## src/wally_defs.svh

```systemverilog
/*
  hart-wide constants: data width, reset vector and
  the opcode / funct encodings of the RV32I subset
*/
`ifndef WALLY_DEFS_SVH
`define WALLY_DEFS_SVH

`define XLEN         32
`define RESET_VECTOR 32'h0000_0000
`define NOP_INSTR    32'h0000_0013   // addi x0, x0, 0

// major opcodes
`define OP_REG    7'b0110011
`define OP_IMM    7'b0010011
`define OP_LUI    7'b0110111
`define OP_LOAD   7'b0000011
`define OP_STORE  7'b0100011
`define OP_BRANCH 7'b1100011
`define OP_JAL    7'b1101111

// funct3 / funct7
`define F3_ADD  3'b000
`define F3_SLT  3'b010
`define F3_XOR  3'b100
`define F3_OR   3'b110
`define F3_AND  3'b111
`define F3_LW   3'b010
`define F3_SW   3'b010
`define F3_BEQ  3'b000
`define F3_BNE  3'b001
`define F7_BASE 7'b0000000
`define F7_SUB  7'b0100000

`endif
```

## src/wallyPkg.sv

```systemverilog
/*
  shared types of the hart: word, instruction and register
  number widths, ALU operation codes, forward selects
*/
`include "wally_defs.svh"

package wallyPkg;

  typedef logic [`XLEN-1:0] xlenT;   // data or address word
  typedef logic [31:0]      instrT;  // always 32 bits, no compressed
  typedef logic [4:0]       regAdrT; // x0..x31

  // ALU operation, decoded in D, used in E
  typedef enum logic [2:0] {
    ALU_ADD,
    ALU_SUB,
    ALU_AND,
    ALU_OR,
    ALU_XOR,
    ALU_SLT,
    ALU_PASSB  // lui
  } aluOpT;

  // operand source in E
  typedef enum logic {
    FWD_RF,  // value read in D
    FWD_W    // result being written back
  } fwdSelT;

endpackage

```

## src/hazard.sv

```systemverilog
/*
  hazard unit
  forward selects, memory back-pressure stalls and branch flushes
*/
module hazard (
  input  wallyPkg::regAdrT Rs1D,
  input  wallyPkg::regAdrT Rs2D,
  input  wallyPkg::regAdrT Rs1E,
  input  wallyPkg::regAdrT Rs2E,
  input  wallyPkg::regAdrT RdW,
  input  logic             RegWriteW,
  input  logic             PCSrcE,
  input  logic             MemReadE,
  input  logic             MemWriteE,
  input  logic             MemReadyE,
  output logic             StallF,
  output logic             StallD,
  output logic             StallE,
  output logic             FlushD,
  output logic             FlushE,
  output wallyPkg::fwdSelT ForwardAE,
  output wallyPkg::fwdSelT ForwardBE
);
  import wallyPkg::*;

  logic WValidW;    // W writes a real register
  logic MemStallE;  // E access waiting on dmem

  assign WValidW = RegWriteW & (RdW != '0);

  // E sources take the W result
  assign ForwardAE = (WValidW && (Rs1E == RdW)) ? FWD_W : FWD_RF;
  assign ForwardBE = (WValidW && (Rs2E == RdW)) ? FWD_W : FWD_RF;

  ////////////////////
  // stalls and flushes
  ////////////////////
  // a D read of the W register is covered by the write-through,
  // so it never adds a stall of its own
  assign MemStallE = (MemReadE | MemWriteE) & ~MemReadyE;

  assign StallF = MemStallE;             // whole pipe holds
  assign StallD = MemStallE;
  assign StallE = MemStallE;

  assign FlushD = PCSrcE & ~StallD;      // kill the two younger slots
  assign FlushE = PCSrcE & ~StallE;

endmodule

```

## src/ieu.sv

```systemverilog
/*
  integer execution unit
  decode and register read in D, forwarding, ALU and branch
  resolution in E, result select in W
*/
`include "wally_defs.svh"

module ieu (
  input  logic             clk,
  input  logic             reset,
  input  logic             StallD,
  input  logic             StallE,
  input  logic             FlushE,
  input  wallyPkg::fwdSelT ForwardAE,
  input  wallyPkg::fwdSelT ForwardBE,
  input  wallyPkg::instrT  InstrD,
  input  wallyPkg::xlenT   PCD,
  output wallyPkg::regAdrT Rs1D,
  output wallyPkg::regAdrT Rs2D,
  output wallyPkg::regAdrT Rs1E,
  output wallyPkg::regAdrT Rs2E,
  output wallyPkg::regAdrT RdW,
  output logic             RegWriteW,
  output logic             PCSrcE,
  output wallyPkg::xlenT   PCTargetE,
  output wallyPkg::xlenT   MemAdrE,
  output wallyPkg::xlenT   WriteDataE,
  output logic             MemReadE,
  output logic             MemWriteE,
  input  wallyPkg::xlenT   ReadDataW
);
  import wallyPkg::*;

  logic [6:0] OpD, Funct7D;
  logic [2:0] Funct3D;
  regAdrT     RdD, RdE;
  xlenT       Rd1D, Rd2D, ImmD;
  xlenT       Rd1E, Rd2E, ImmE, PCE;
  aluOpT      AluOpD, AluOpE;
  logic       RegWriteD, AluSrcBD, MemReadD, MemWriteD, BranchD, JumpD;
  logic       RegWriteE, AluSrcBE, BranchE, JumpE, BneE;
  xlenT       SrcAE, SrcBE, RegBE, AluResultE, ResultE;
  xlenT       AluResultW, ResultW;
  logic       LoadW;

  ////////////////////
  // decode
  ////////////////////
  assign OpD     = InstrD[6:0];
  assign Funct3D = InstrD[14:12];
  assign Funct7D = InstrD[31:25];
  assign RdD     = InstrD[11:7];
  assign Rs1D    = InstrD[19:15];
  assign Rs2D    = InstrD[24:20];

  always_comb begin
    RegWriteD = 1'b0; // anything unmatched stays a nop
    AluSrcBD  = 1'b0;
    MemReadD  = 1'b0;
    MemWriteD = 1'b0;
    BranchD   = 1'b0;
    JumpD     = 1'b0;
    AluOpD    = ALU_ADD;
    ImmD      = {{(`XLEN-12){InstrD[31]}}, InstrD[31:20]}; // I-type
    case (OpD)
      `OP_REG: if ((Funct7D == `F7_BASE) || (Funct7D == `F7_SUB && Funct3D == `F3_ADD)) begin
        RegWriteD = 1'b1;
        case (Funct3D)
          `F3_ADD: AluOpD = Funct7D[5] ? ALU_SUB : ALU_ADD;
          `F3_SLT: AluOpD = ALU_SLT;
          `F3_XOR: AluOpD = ALU_XOR;
          `F3_OR:  AluOpD = ALU_OR;
          `F3_AND: AluOpD = ALU_AND;
          default: RegWriteD = 1'b0; // shifts etc not supported
        endcase
      end
      `OP_IMM: begin
        RegWriteD = 1'b1;
        AluSrcBD  = 1'b1;
        case (Funct3D)
          `F3_ADD: AluOpD = ALU_ADD;
          `F3_SLT: AluOpD = ALU_SLT;
          `F3_XOR: AluOpD = ALU_XOR;
          `F3_OR:  AluOpD = ALU_OR;
          `F3_AND: AluOpD = ALU_AND;
          default: RegWriteD = 1'b0;
        endcase
      end
      `OP_LUI: begin
        RegWriteD = 1'b1;
        AluSrcBD  = 1'b1;
        AluOpD    = ALU_PASSB;
        ImmD      = {InstrD[31:12], 12'b0};
      end
      `OP_LOAD: if (Funct3D == `F3_LW) begin
        RegWriteD = 1'b1;
        MemReadD  = 1'b1;
        AluSrcBD  = 1'b1;
      end
      `OP_STORE: if (Funct3D == `F3_SW) begin
        MemWriteD = 1'b1;
        AluSrcBD  = 1'b1;
        ImmD      = {{(`XLEN-12){InstrD[31]}}, InstrD[31:25], InstrD[11:7]};
      end
      `OP_BRANCH: begin
        BranchD = (Funct3D == `F3_BEQ) || (Funct3D == `F3_BNE);
        ImmD    = {{(`XLEN-12){InstrD[31]}}, InstrD[7], InstrD[30:25], InstrD[11:8], 1'b0};
      end
      `OP_JAL: begin
        JumpD     = 1'b1;
        RegWriteD = 1'b1; // link
        ImmD      = {{(`XLEN-20){InstrD[31]}}, InstrD[19:12], InstrD[20], InstrD[30:21], 1'b0};
      end
      default: ;
    endcase
  end

  regFile rf (.clk, .reset, .Rs1D, .Rs2D, .RdW, .RegWriteW, .ResultW, .Rd1D, .Rd2D);

  ////////////////////
  // D -> E register
  ////////////////////
  always_ff @(posedge clk) begin
    if (reset | FlushE) begin // bubble
      {RegWriteE, MemReadE, MemWriteE, BranchE, JumpE, AluSrcBE, BneE} <= '0;
      AluOpE <= ALU_ADD;
    end else if (~StallE) begin
      {RegWriteE, MemReadE, MemWriteE} <= {RegWriteD, MemReadD, MemWriteD};
      {BranchE, JumpE, AluSrcBE} <= {BranchD, JumpD, AluSrcBD};
      BneE   <= (Funct3D == `F3_BNE);
      AluOpE <= AluOpD;
    end
  end

  always_ff @(posedge clk) begin
    if (~StallE) begin // datapath payload
      {Rd1E, Rd2E, ImmE, PCE} <= {Rd1D, Rd2D, ImmD, PCD};
      {Rs1E, Rs2E, RdE} <= {Rs1D, Rs2D, RdD};
    end
  end

  ////////////////////
  // execute
  ////////////////////
  assign SrcAE = (ForwardAE == FWD_W) ? ResultW : Rd1E;
  assign RegBE = (ForwardBE == FWD_W) ? ResultW : Rd2E; // also store data
  assign SrcBE = AluSrcBE ? ImmE : RegBE;

  always_comb begin
    case (AluOpE)
      ALU_ADD:   AluResultE = SrcAE + SrcBE;
      ALU_SUB:   AluResultE = SrcAE - SrcBE;
      ALU_AND:   AluResultE = SrcAE & SrcBE;
      ALU_OR:    AluResultE = SrcAE | SrcBE;
      ALU_XOR:   AluResultE = SrcAE ^ SrcBE;
      ALU_SLT:   AluResultE = {{(`XLEN-1){1'b0}}, $signed(SrcAE) < $signed(SrcBE)};
      ALU_PASSB: AluResultE = SrcBE;
      default:   AluResultE = '0;
    endcase
  end

  // beq/bne compare the register operands directly
  assign PCSrcE     = JumpE | (BranchE & ((SrcAE == RegBE) ^ BneE));
  assign PCTargetE  = PCE + ImmE;
  assign MemAdrE    = AluResultE;  // base + offset
  assign WriteDataE = RegBE;
  assign ResultE    = JumpE ? PCE + `XLEN'd4 : AluResultE; // jal links pc+4

  ////////////////////
  // E -> W register
  ////////////////////
  // W holds with E so forwarding into a held E stays valid
  always_ff @(posedge clk) begin
    if (reset) begin
      RegWriteW <= 1'b0;
      LoadW     <= 1'b0;
    end else if (~StallE) begin
      RegWriteW <= RegWriteE;
      LoadW     <= MemReadE;
    end
  end

  always_ff @(posedge clk) begin
    if (~StallE) begin
      RdW        <= RdE;
      AluResultW <= ResultE;
    end
  end

  assign ResultW = LoadW ? ReadDataW : AluResultW; // writeback select

endmodule

```

## src/ifu.sv

```systemverilog
/*
  instruction fetch unit
  PC register, next-PC select and the F-to-D pipeline register
*/
`include "wally_defs.svh"

module ifu (
  input  logic           clk,
  input  logic           reset,
  input  logic           StallF,
  input  logic           StallD,
  input  logic           FlushD,
  input  logic           PCSrcE,     // taken branch / jal in E
  input  wallyPkg::xlenT PCTargetE,
  output wallyPkg::xlenT PCF,
  input  wallyPkg::instrT InstrF,    // combinational from imem
  output wallyPkg::instrT InstrD,
  output wallyPkg::xlenT PCD
);
  import wallyPkg::*;

  xlenT PCPlus4F;
  xlenT PCNextF;

  ////////////////////
  // next pc
  ////////////////////
  assign PCPlus4F = PCF + `XLEN'd4;
  assign PCNextF  = PCSrcE ? PCTargetE : PCPlus4F; // redirect wins

  always_ff @(posedge clk) begin
    if (reset) PCF <= `RESET_VECTOR;
    else if (~StallF) PCF <= PCNextF;
  end

  ////////////////////
  // F -> D register
  ////////////////////
  // a flushed or reset slot becomes a nop
  always_ff @(posedge clk) begin
    if (reset | FlushD) InstrD <= `NOP_INSTR;
    else if (~StallD) InstrD <= InstrF;
  end

  always_ff @(posedge clk) begin
    if (~StallD) PCD <= PCF; // payload, only meaningful with InstrD
  end

endmodule

```

## src/lsu.sv

```systemverilog
/*
  load/store unit
  word-aligned data memory port, load data registered into W
*/
`include "wally_defs.svh"

module lsu (
  input  logic           clk,
  input  logic           reset,
  input  logic           StallE,
  // from ieu
  input  wallyPkg::xlenT MemAdrE,
  input  wallyPkg::xlenT WriteDataE,
  input  logic           MemReadE,
  input  logic           MemWriteE,
  // data memory side
  output wallyPkg::xlenT MemAdr,
  output wallyPkg::xlenT WriteData,
  output logic           MemRead,
  output logic           MemWrite,
  input  wallyPkg::xlenT ReadDataE,  // combinational from dmem
  // to writeback
  output wallyPkg::xlenT ReadDataW
);
  import wallyPkg::*;

  // word only, low bits dropped
  assign MemAdr    = {MemAdrE[`XLEN-1:2], 2'b00};
  assign WriteData = WriteDataE;
  assign MemRead   = MemReadE;
  assign MemWrite  = MemWriteE;

  ////////////////////
  // load capture
  ////////////////////
  always_ff @(posedge clk) begin
    if (reset) ReadDataW <= '0;
    else if (~StallE) ReadDataW <= ReadDataE; // taken only once ready
  end

endmodule

```

## src/regFile.sv

```systemverilog
/*
  integer register file, two read ports and one write port
  x0 reads zero, W writes pass straight through to the D reads
*/
`include "wally_defs.svh"

module regFile (
  input  logic             clk,
  input  logic             reset,
  input  wallyPkg::regAdrT Rs1D,
  input  wallyPkg::regAdrT Rs2D,
  input  wallyPkg::regAdrT RdW,
  input  logic             RegWriteW,
  input  wallyPkg::xlenT   ResultW,
  output wallyPkg::xlenT   Rd1D,
  output wallyPkg::xlenT   Rd2D
);
  import wallyPkg::*;

  xlenT Regs [1:31]; // no storage for x0

  always_ff @(posedge clk) begin
    if (reset) begin
      for (int i = 1; i < 32; i++) Regs[i] <= '0; // start from a known state
    end else if (RegWriteW && (RdW != '0)) begin
      Regs[RdW] <= ResultW;
    end
  end

  // write-through from W, x0 hardwired
  assign Rd1D = (Rs1D == '0) ? '0 :
                (RegWriteW && (Rs1D == RdW)) ? ResultW : Regs[Rs1D];
  assign Rd2D = (Rs2D == '0) ? '0 :
                (RegWriteW && (Rs2D == RdW)) ? ResultW : Regs[Rs2D];

endmodule

```

## src/wallyPipelinedHart.sv

```systemverilog
/*
  four-stage RV32I subset hart
  fetch, integer execution, load/store and hazard units
  wired to the instruction and data memory ports
*/
module wallyPipelinedHart (
  input  logic            clk,
  input  logic            reset,
  output wallyPkg::xlenT  PCF,
  input  wallyPkg::instrT InstrF,
  output wallyPkg::xlenT  MemAdrE,
  output wallyPkg::xlenT  WriteDataE,
  output logic            MemReadE,
  output logic            MemWriteE,
  input  wallyPkg::xlenT  ReadDataE,
  input  logic            MemReadyE
);
  import wallyPkg::*;

  // pipeline control
  logic   StallF, StallD, StallE;
  logic   FlushD, FlushE;
  fwdSelT ForwardAE, ForwardBE;

  // F -> D
  instrT  InstrD;
  xlenT   PCD;

  // register numbers for hazard checks
  regAdrT Rs1D, Rs2D, Rs1E, Rs2E, RdW;
  logic   RegWriteW;

  // redirect
  logic   PCSrcE;
  xlenT   PCTargetE;

  // ieu <-> lsu
  xlenT   IeuAdrE, IeuWriteDataE, ReadDataW;
  logic   IeuReadE, IeuWriteE;

  ////////////////////
  // units
  ////////////////////
  ifu ifu (.*); // pc and fetch register

  ieu ieu (
    .MemAdrE(IeuAdrE), .WriteDataE(IeuWriteDataE),
    .MemReadE(IeuReadE), .MemWriteE(IeuWriteE),
    .*); // decode, regfile, alu, branches

  lsu lsu (
    .MemAdrE(IeuAdrE), .WriteDataE(IeuWriteDataE),
    .MemReadE(IeuReadE), .MemWriteE(IeuWriteE),
    .MemAdr(MemAdrE), .WriteData(WriteDataE),
    .MemRead(MemReadE), .MemWrite(MemWriteE),
    .*); // dmem port and load capture

  hazard hzu (.MemReadE(IeuReadE), .MemWriteE(IeuWriteE), .*); // stall, flush, fwd

endmodule

```

## config.mk

```make
export PLATFORM = sky130hd
export DESIGN_NAME = wallyPipelinedHart
export DESIGN_NICKNAME = d
export VERILOG_FILES = /design/src/wallyPkg.sv /design/src/hazard.sv /design/src/ieu.sv /design/src/ifu.sv /design/src/lsu.sv /design/src/regFile.sv /design/src/wallyPipelinedHart.sv
export VERILOG_INCLUDE_DIRS = /design/src
export SDC_FILE = /design/constraint.sdc
export NUM_CORES = 2
export LEC_CHECK = 0
export BUFFER_PORTS_ARGS = -buffer_cell sky130_fd_sc_hd__buf_4
export CAP_MARGIN = 25
export CORE_MARGIN = 1.5
export CORE_UTILIZATION = 55
export DETAILED_ROUTE_END_ITERATION = 16
export PLACE_DENSITY = 0.71
export SLEW_MARGIN = 20
export SYNTH_ARGS = -nofsm -noshare
export SYNTH_HDL_FRONTEND = slang
export SYNTH_HIERARCHICAL = 1
export SYNTH_SLANG_ARGS = --single-unit
```

## constraint.sdc

```tcl
create_clock -name clk -period 6.4 [get_ports clk]
set_clock_uncertainty 0.1 [all_clocks]
set_input_delay 1.28 -clock clk [delete_from_list [all_inputs] [get_ports clk]]
set_output_delay 1.28 -clock clk [all_outputs]
set_load 0.02 [all_outputs]
```

# Word level (Yosys, flattened, before mapping)
# Memory sizes are Yosys's and may differ from the RTL's. A register that Yosys moved wholly into a read port is not among the register bits.
# Cells that the tools add are included.
[word_totals]
word_cells = 125
ramBits = 992
out_inout_bits = 98
mem_count = 1
register_bits = 320
[op_classes]
order_cmp = 1
bitwise_logic = 13
mux = 39
addsub = 5
reduce_logical = 19
n_eq_ne = 24
[memory_table]
columns = ["memory", "depth", "word_bits", "rd", "rd_clocked_by_memory_dff", "wr", "line", "rtl"]
rows = [
  ["ieu.rf.Regs", 31, 32, 2, 2, 31, "regFile.sv:20", "xlenT Regs [1:31];"],
]
[op_table]
columns = ["cell", "count"]
rows = [
  ["32-bit two-way mux", 9],
  ["32-bit one-hot mux with 7 select lines", 1],
  ["31-bit one-hot mux with 4 select lines", 1],
  ["32-bit by 3-bit adder with 32-bit output, second input constant", 2],
  ["32-bit adder", 2],
  ["32-bit AND", 1],
  ["32-bit equality test", 1],
  ["32-bit < comparator", 1],
  ["32-bit bitwise OR", 1],
  ["32-bit OR reduction", 1],
  ["32-bit subtractor", 1],
  ["32-bit XOR", 1],
  ["5-bit two-way mux", 6],
  ["7-bit by 6-bit equality test with 1-bit output, second input constant", 4],
  ["5-bit equality test", 4],
  ["3-bit equality test, second input constant", 6],
  ["1-bit two-way mux", 16],
  ["3-bit one-hot mux with 5 select lines", 1],
  ["7-bit equality test, second input constant", 2],
  ["3-bit one-hot mux with 4 select lines", 1],
  ["5-bit logical NOT", 2],
  ["3-bit by 2-bit equality test with 1-bit output, second input constant", 3],
  ["3-bit one-hot mux with 3 select lines", 1],
  ["7-bit by 2-bit equality test with 1-bit output, second input constant", 1],
  ["other kinds (16)", 32],
]

# Logic depth before layout (Yosys ltp)
[logic_depth]
word_depth = 12
depth_mapped = 24

# Modules after synthesis
# Netlist, hierarchy kept.
[modules_own_cells]
columns = ["module", "n_inst", "cells_each", "area_each_um2", "seq_area_each_um2"]
rows = [
  ["regFile", 1, 3801, 55054.1, 30749.5],
  ["ieu", 1, 1887, 16233.1, 5645.4],
  ["ifu", 1, 406, 4144.0, 2242.2],
  ["lsu", 1, 170, 1662.8, 640.6],
  ["hazard", 1, 22, 160.2, 0.0],
]

# Worst setup path before layout
# No wires, ideal clock.
[synth_timing]
path_type = "flip-flop to output port"
start = "register ieu.RdW[1]"
end = "output port MemAdrE[30]"
slack_ns = 0.389
n_path_buf = 3
stages_incl_launch_ff = 22
t_arrival_ns = 4.631
path_cell_list = "edfxtp_1 -> or4_1 -> nor2_1 -> nor4_1 -> clkbuf_1 -> clkbuf_1 -> nand2_1 -> o21ai_0 -> o21ai_0 -> inv_1 -> fa_1 -> nor2b_1 -> o31ai_2 -> o21ai_2 -> o211ai_1 -> a211oi_2 -> o21ai_1 -> o41ai_1 -> nor3_1 -> a211oi_1 -> o31ai_1 -> buf_4"
[synth_via]
elab_chain_cells = 8
word_cells_on_any_way = 17
cone_classes = "add/sub (2); eq/ne (2); mux (6); bitwise (4); reduce/logical (3)"
[synth_lines]
columns = ["element", "line", "rtl"]
rows = [
  ["start, declared", "ieu.sv:22", "output wallyPkg::regAdrT RdW,"],
  ["start signal, assigned", "ieu.sv:185", "RdW <= RdE;"],
  ["5-bit nonzero test", "hazard.sv:29", "assign WValidW = RegWriteW & (RdW != '0);"],
  ["1-bit AND", "hazard.sv:29", ""],
  ["1-bit logical AND *", "hazard.sv:33", "assign ForwardBE = (WValidW && (Rs2E == RdW)) ? FWD_W : FWD_RF;"],
  ["1-bit two-way mux *", "hazard.sv:33", ""],
  ["net ForwardBE", "wallyPipelinedHart.sv:23", "fwdSelT ForwardAE, ForwardBE;"],
  ["32-bit two-way mux *", "ieu.sv:146", "assign RegBE = (ForwardBE == FWD_W) ? ResultW : Rd2E;"],
  ["32-bit two-way mux *", "ieu.sv:147", "assign SrcBE = AluSrcBE ? ImmE : RegBE;"],
  ["32-bit subtractor, or another cell as far along", "ieu.sv:152", "ALU_SUB: AluResultE = SrcAE - SrcBE;"],
  ["32-bit one-hot mux with 7 select lines *", "ieu.sv:150", "case (AluOpE)"],
  ["end, declared", "wallyPipelinedHart.sv:11", "output wallyPkg::xlenT MemAdrE,"],
]
# Mark *: on every way through the listed nets, which the timed path passes. The rest lies on a longest branch.

# Final worst setup path
[layout_timing]
start = "register ieu.RdW[2]"
end = "output port MemAdrE[29]"
[layout_via]
word_cells_on_any_way = 17
cone_classes = "add/sub (2); eq/ne (2); mux (6); bitwise (4); reduce/logical (3)"
[layout_rtl]
columns = ["element", "line", "rtl"]
rows = [
  ["5-bit nonzero test", "hazard.sv:29", ""],
  ["1-bit AND", "hazard.sv:29", ""],
  ["1-bit logical AND *", "hazard.sv:32", "assign ForwardAE = (WValidW && (Rs1E == RdW)) ? FWD_W : FWD_RF;"],
  ["1-bit two-way mux *", "hazard.sv:32", ""],
  ["net ForwardAE", "wallyPipelinedHart.sv:23", ""],
  ["32-bit two-way mux *", "ieu.sv:145", "assign SrcAE = (ForwardAE == FWD_W) ? ResultW : Rd1E;"],
  ["32-bit subtractor, or another cell as far along", "ieu.sv:152", ""],
  ["32-bit one-hot mux with 7 select lines *", "ieu.sv:150", ""],
]
# Marked as above.

==> out/results.ini <==
[sta]
setup_viol = 24
relSlewSlack_pct = 21.01
setup_slack_ns = -0.6707
hold_viol = 0
grt_setup_unrepaired = yes
drv_slew = 0
tightest_slew_ns = 1.185
holdWs_ns = 0.3035
period_minus_slack_ns = 7.071
finalCritPeriodShare_pct = 110.5
max_freq_ghz = 0.1414

[detailed_routing]
avgRoutedWirePerCell_um = 34.40
routed_wl_um = 292700
viasPerCell = 6.857
dr_total_vias = 58340
drc = 0
firstDrtPassIters = 6
drtIter0Drc = 8895
ant_nets = 0

[worst_setup_path]
crit_fanout = 11
cp_slowest_cell = or4b_4
crit_start = ieu/RdW[2]
r2r_start = ieu/RdW[2]
critical_path_class = reg -> out
cpPeakStageDelay_ns = 0.54
cp_top_family = compound AO/OA/AOI/OAI gates
cp_common_cell = buf_4
critPathCaptureType = primary output
cp-start-kind = flop
crit_chain = buf_6, buf_4, xnor2_2, nand4_1, nor4_4, buf_12, buf_12, buf_12, buf_4, nand2_1, o21ai_1, buf_4, inv_1, ha_1, o21ai_2, a21boi_2, or4b_4, a31o_4, a31oi_4, o21ai_2, a222oi_1, xnor2_1, o21ai_1, buf_4
critPathRequiredTime_ns = 5.02
path_buf_inv = 9
worstPathArrival_ns = 5.69

[placed_design]
numPortBuffers = 162
gp_congestion = 1.029
place_hpwl_um = 185600

[synthesis]
syn-cell-area_sq_mm = 0.07718
ys_warn_count = 6
syn_inst = 6276
synth.avg_cell_area_sq_um = 12.30

[floorplan]
start_util_pct = 55.38
ios = 165
dieArea_sq_mm = 0.1426
die_height_um = 377.6
die_x_um = 377.6
core-area_sq_mm = 0.1394
fp-row-count = 137

[pwr]
ir_drop_v = 0.0002905
p_total_mw = 26.43
p_leak_nw = 33.26
p_per_area_mw_per_mm2 = 298.6

[job]
max_cap_viol_count = 0

[grt]
grt_pass1_wl_um = 408000
track_usage_pct = 40.59
grt_max_degree = 141
grt_pass1_vias = 56220
antenna_found_initial = 23
overflow = 0

[clock_tree]
cts_tree = built
clk_pin_slew_worst_paths_ns = 0.06
htreeDepth = 4
cts_root_buffer = clkbuf_16
cts_buffers = 148
clock-sinks = 1344
clock_latency_ns = 0.83
cts_max_path_buffers = 3

[min_path]
hp-class = reg -> reg
hp-start = ifu/PCD[4]

[finish]
drive_gt1_share_pct = 24.09
final_core_util_pct = 63.50
fin_nets = 6720
synthToLayoutAreaGrowth_pct = 14.65

[outcome]
violations = setup timing
run_status = finished, violations left

[state kept, by name, indices dropped and copies added (netlist names), 5 cells and up]
register,count
ifu/PCF,32
lsu/ReadDataW,32
ieu/RdW,5
ieu/AluResultW,32
ieu/ImmE,32
ieu/rf/Regs,1024
ieu/PCE,32
ieu/Rs2E,5
ieu/RdE,5
ieu/Rs1E,5
ifu/InstrD,32
ieu/Rd1E,32
ifu/PCD,32
ieu/Rd2E,32
[power by group]
part	internal, mW	switching (mW)	total (mW)	leakage (nW)
Combinational	2.71	4.62	7.34	17.0
Sequential	10.2	0.374	10.5	13.9
Clock	4.86	3.69	8.55	2.32
[cell type report]
cell class | instances | area (sq um)
Fill cell | 10430 | 50870
Sequential cell | 1344 | 39320
Multi-Input combinational cell | 4161 | 35860
Timing Repair Buffer | 661 | 5440
Clock buffer | 195 | 3988
Tap cell | 1876 | 2347
Clock inverter | 71 | 785.8
Inverter | 189 | 723.2
Antenna cell | 11 | 27.53
[metal layers]
layer	track usage [%]	vias up	part of all wire, %
li1	-	23790	-
met5	0	-	0.024
met4	27.15	12	8.1
met1	50.39	28860	34
met3	13.12	1133	14
met2	60.74	4548	44
[cells in the final DEF (no fill, tap or decap), drive strengths merged, types with 14 or more instances in the layout]
master,n
a31oi,34
ha,145
a221o,14
o31ai,16
clkbuf,195
nand2b,22
clkinv,55
nand4,38
a211oi,57
o211ai,20
a21o,50
nand2,252
edfxtp,1236
a32o,33
mux2i,447
dfxtp,108
mux4,376
and2,1009
o21bai,17
xnor2,98
a221oi,38
a32oi,14
conb,34
o221ai,39
o22ai,53
and3,22
nand3,51
mux2,18
inv,190
nor4,16
o21ai,216
xor2,33
a22oi,121
a21oi,264
buf,659
o221a,19
or2,40
nor2,340
nor2b,31
nor3,46
[final timing paths]
| check | end | slack [ns] | depth (start not counted) |
|---|---|---|---|
| setup / recovery | MemAdrE[29] | -0.67 | 24 |
| hold / removal | ieu/PCE[4] | 0.30 | 0 |
| setup reg to reg | ifu/PCF[8] | 0.15 | 36 |
| hold reg to reg | ieu/PCE[4] | 0.30 | 0 |
[through the flow]
step | area, sq um | setup WS [ns] | TNS, ns | cells
after global routing | 88460 | -0.8238 | -14.56 | 8498
after detailed placement | 81140 | -0.2897 | -0.5757 | 8106
final | 88490 | -0.6707 | -10.33 | 8508
after CTS | 87580 | -0.5609 | -8.152 | 8461
after floorplan | 77300 | 0.3892 | 0 | 6308
after global placement | 81140 | -0.1577 | -0.1893 | 8106
[repair_timing]
action,4_1_cts,5_1_grt
hold buffers,0,0
cloned,3,0
pin swaps,77,100
gates resized for setup,215,133
endpoints found under the setup margin,28,103
setup buffers,86,43
Note: power is estimated with default switching activity, not from simulation.
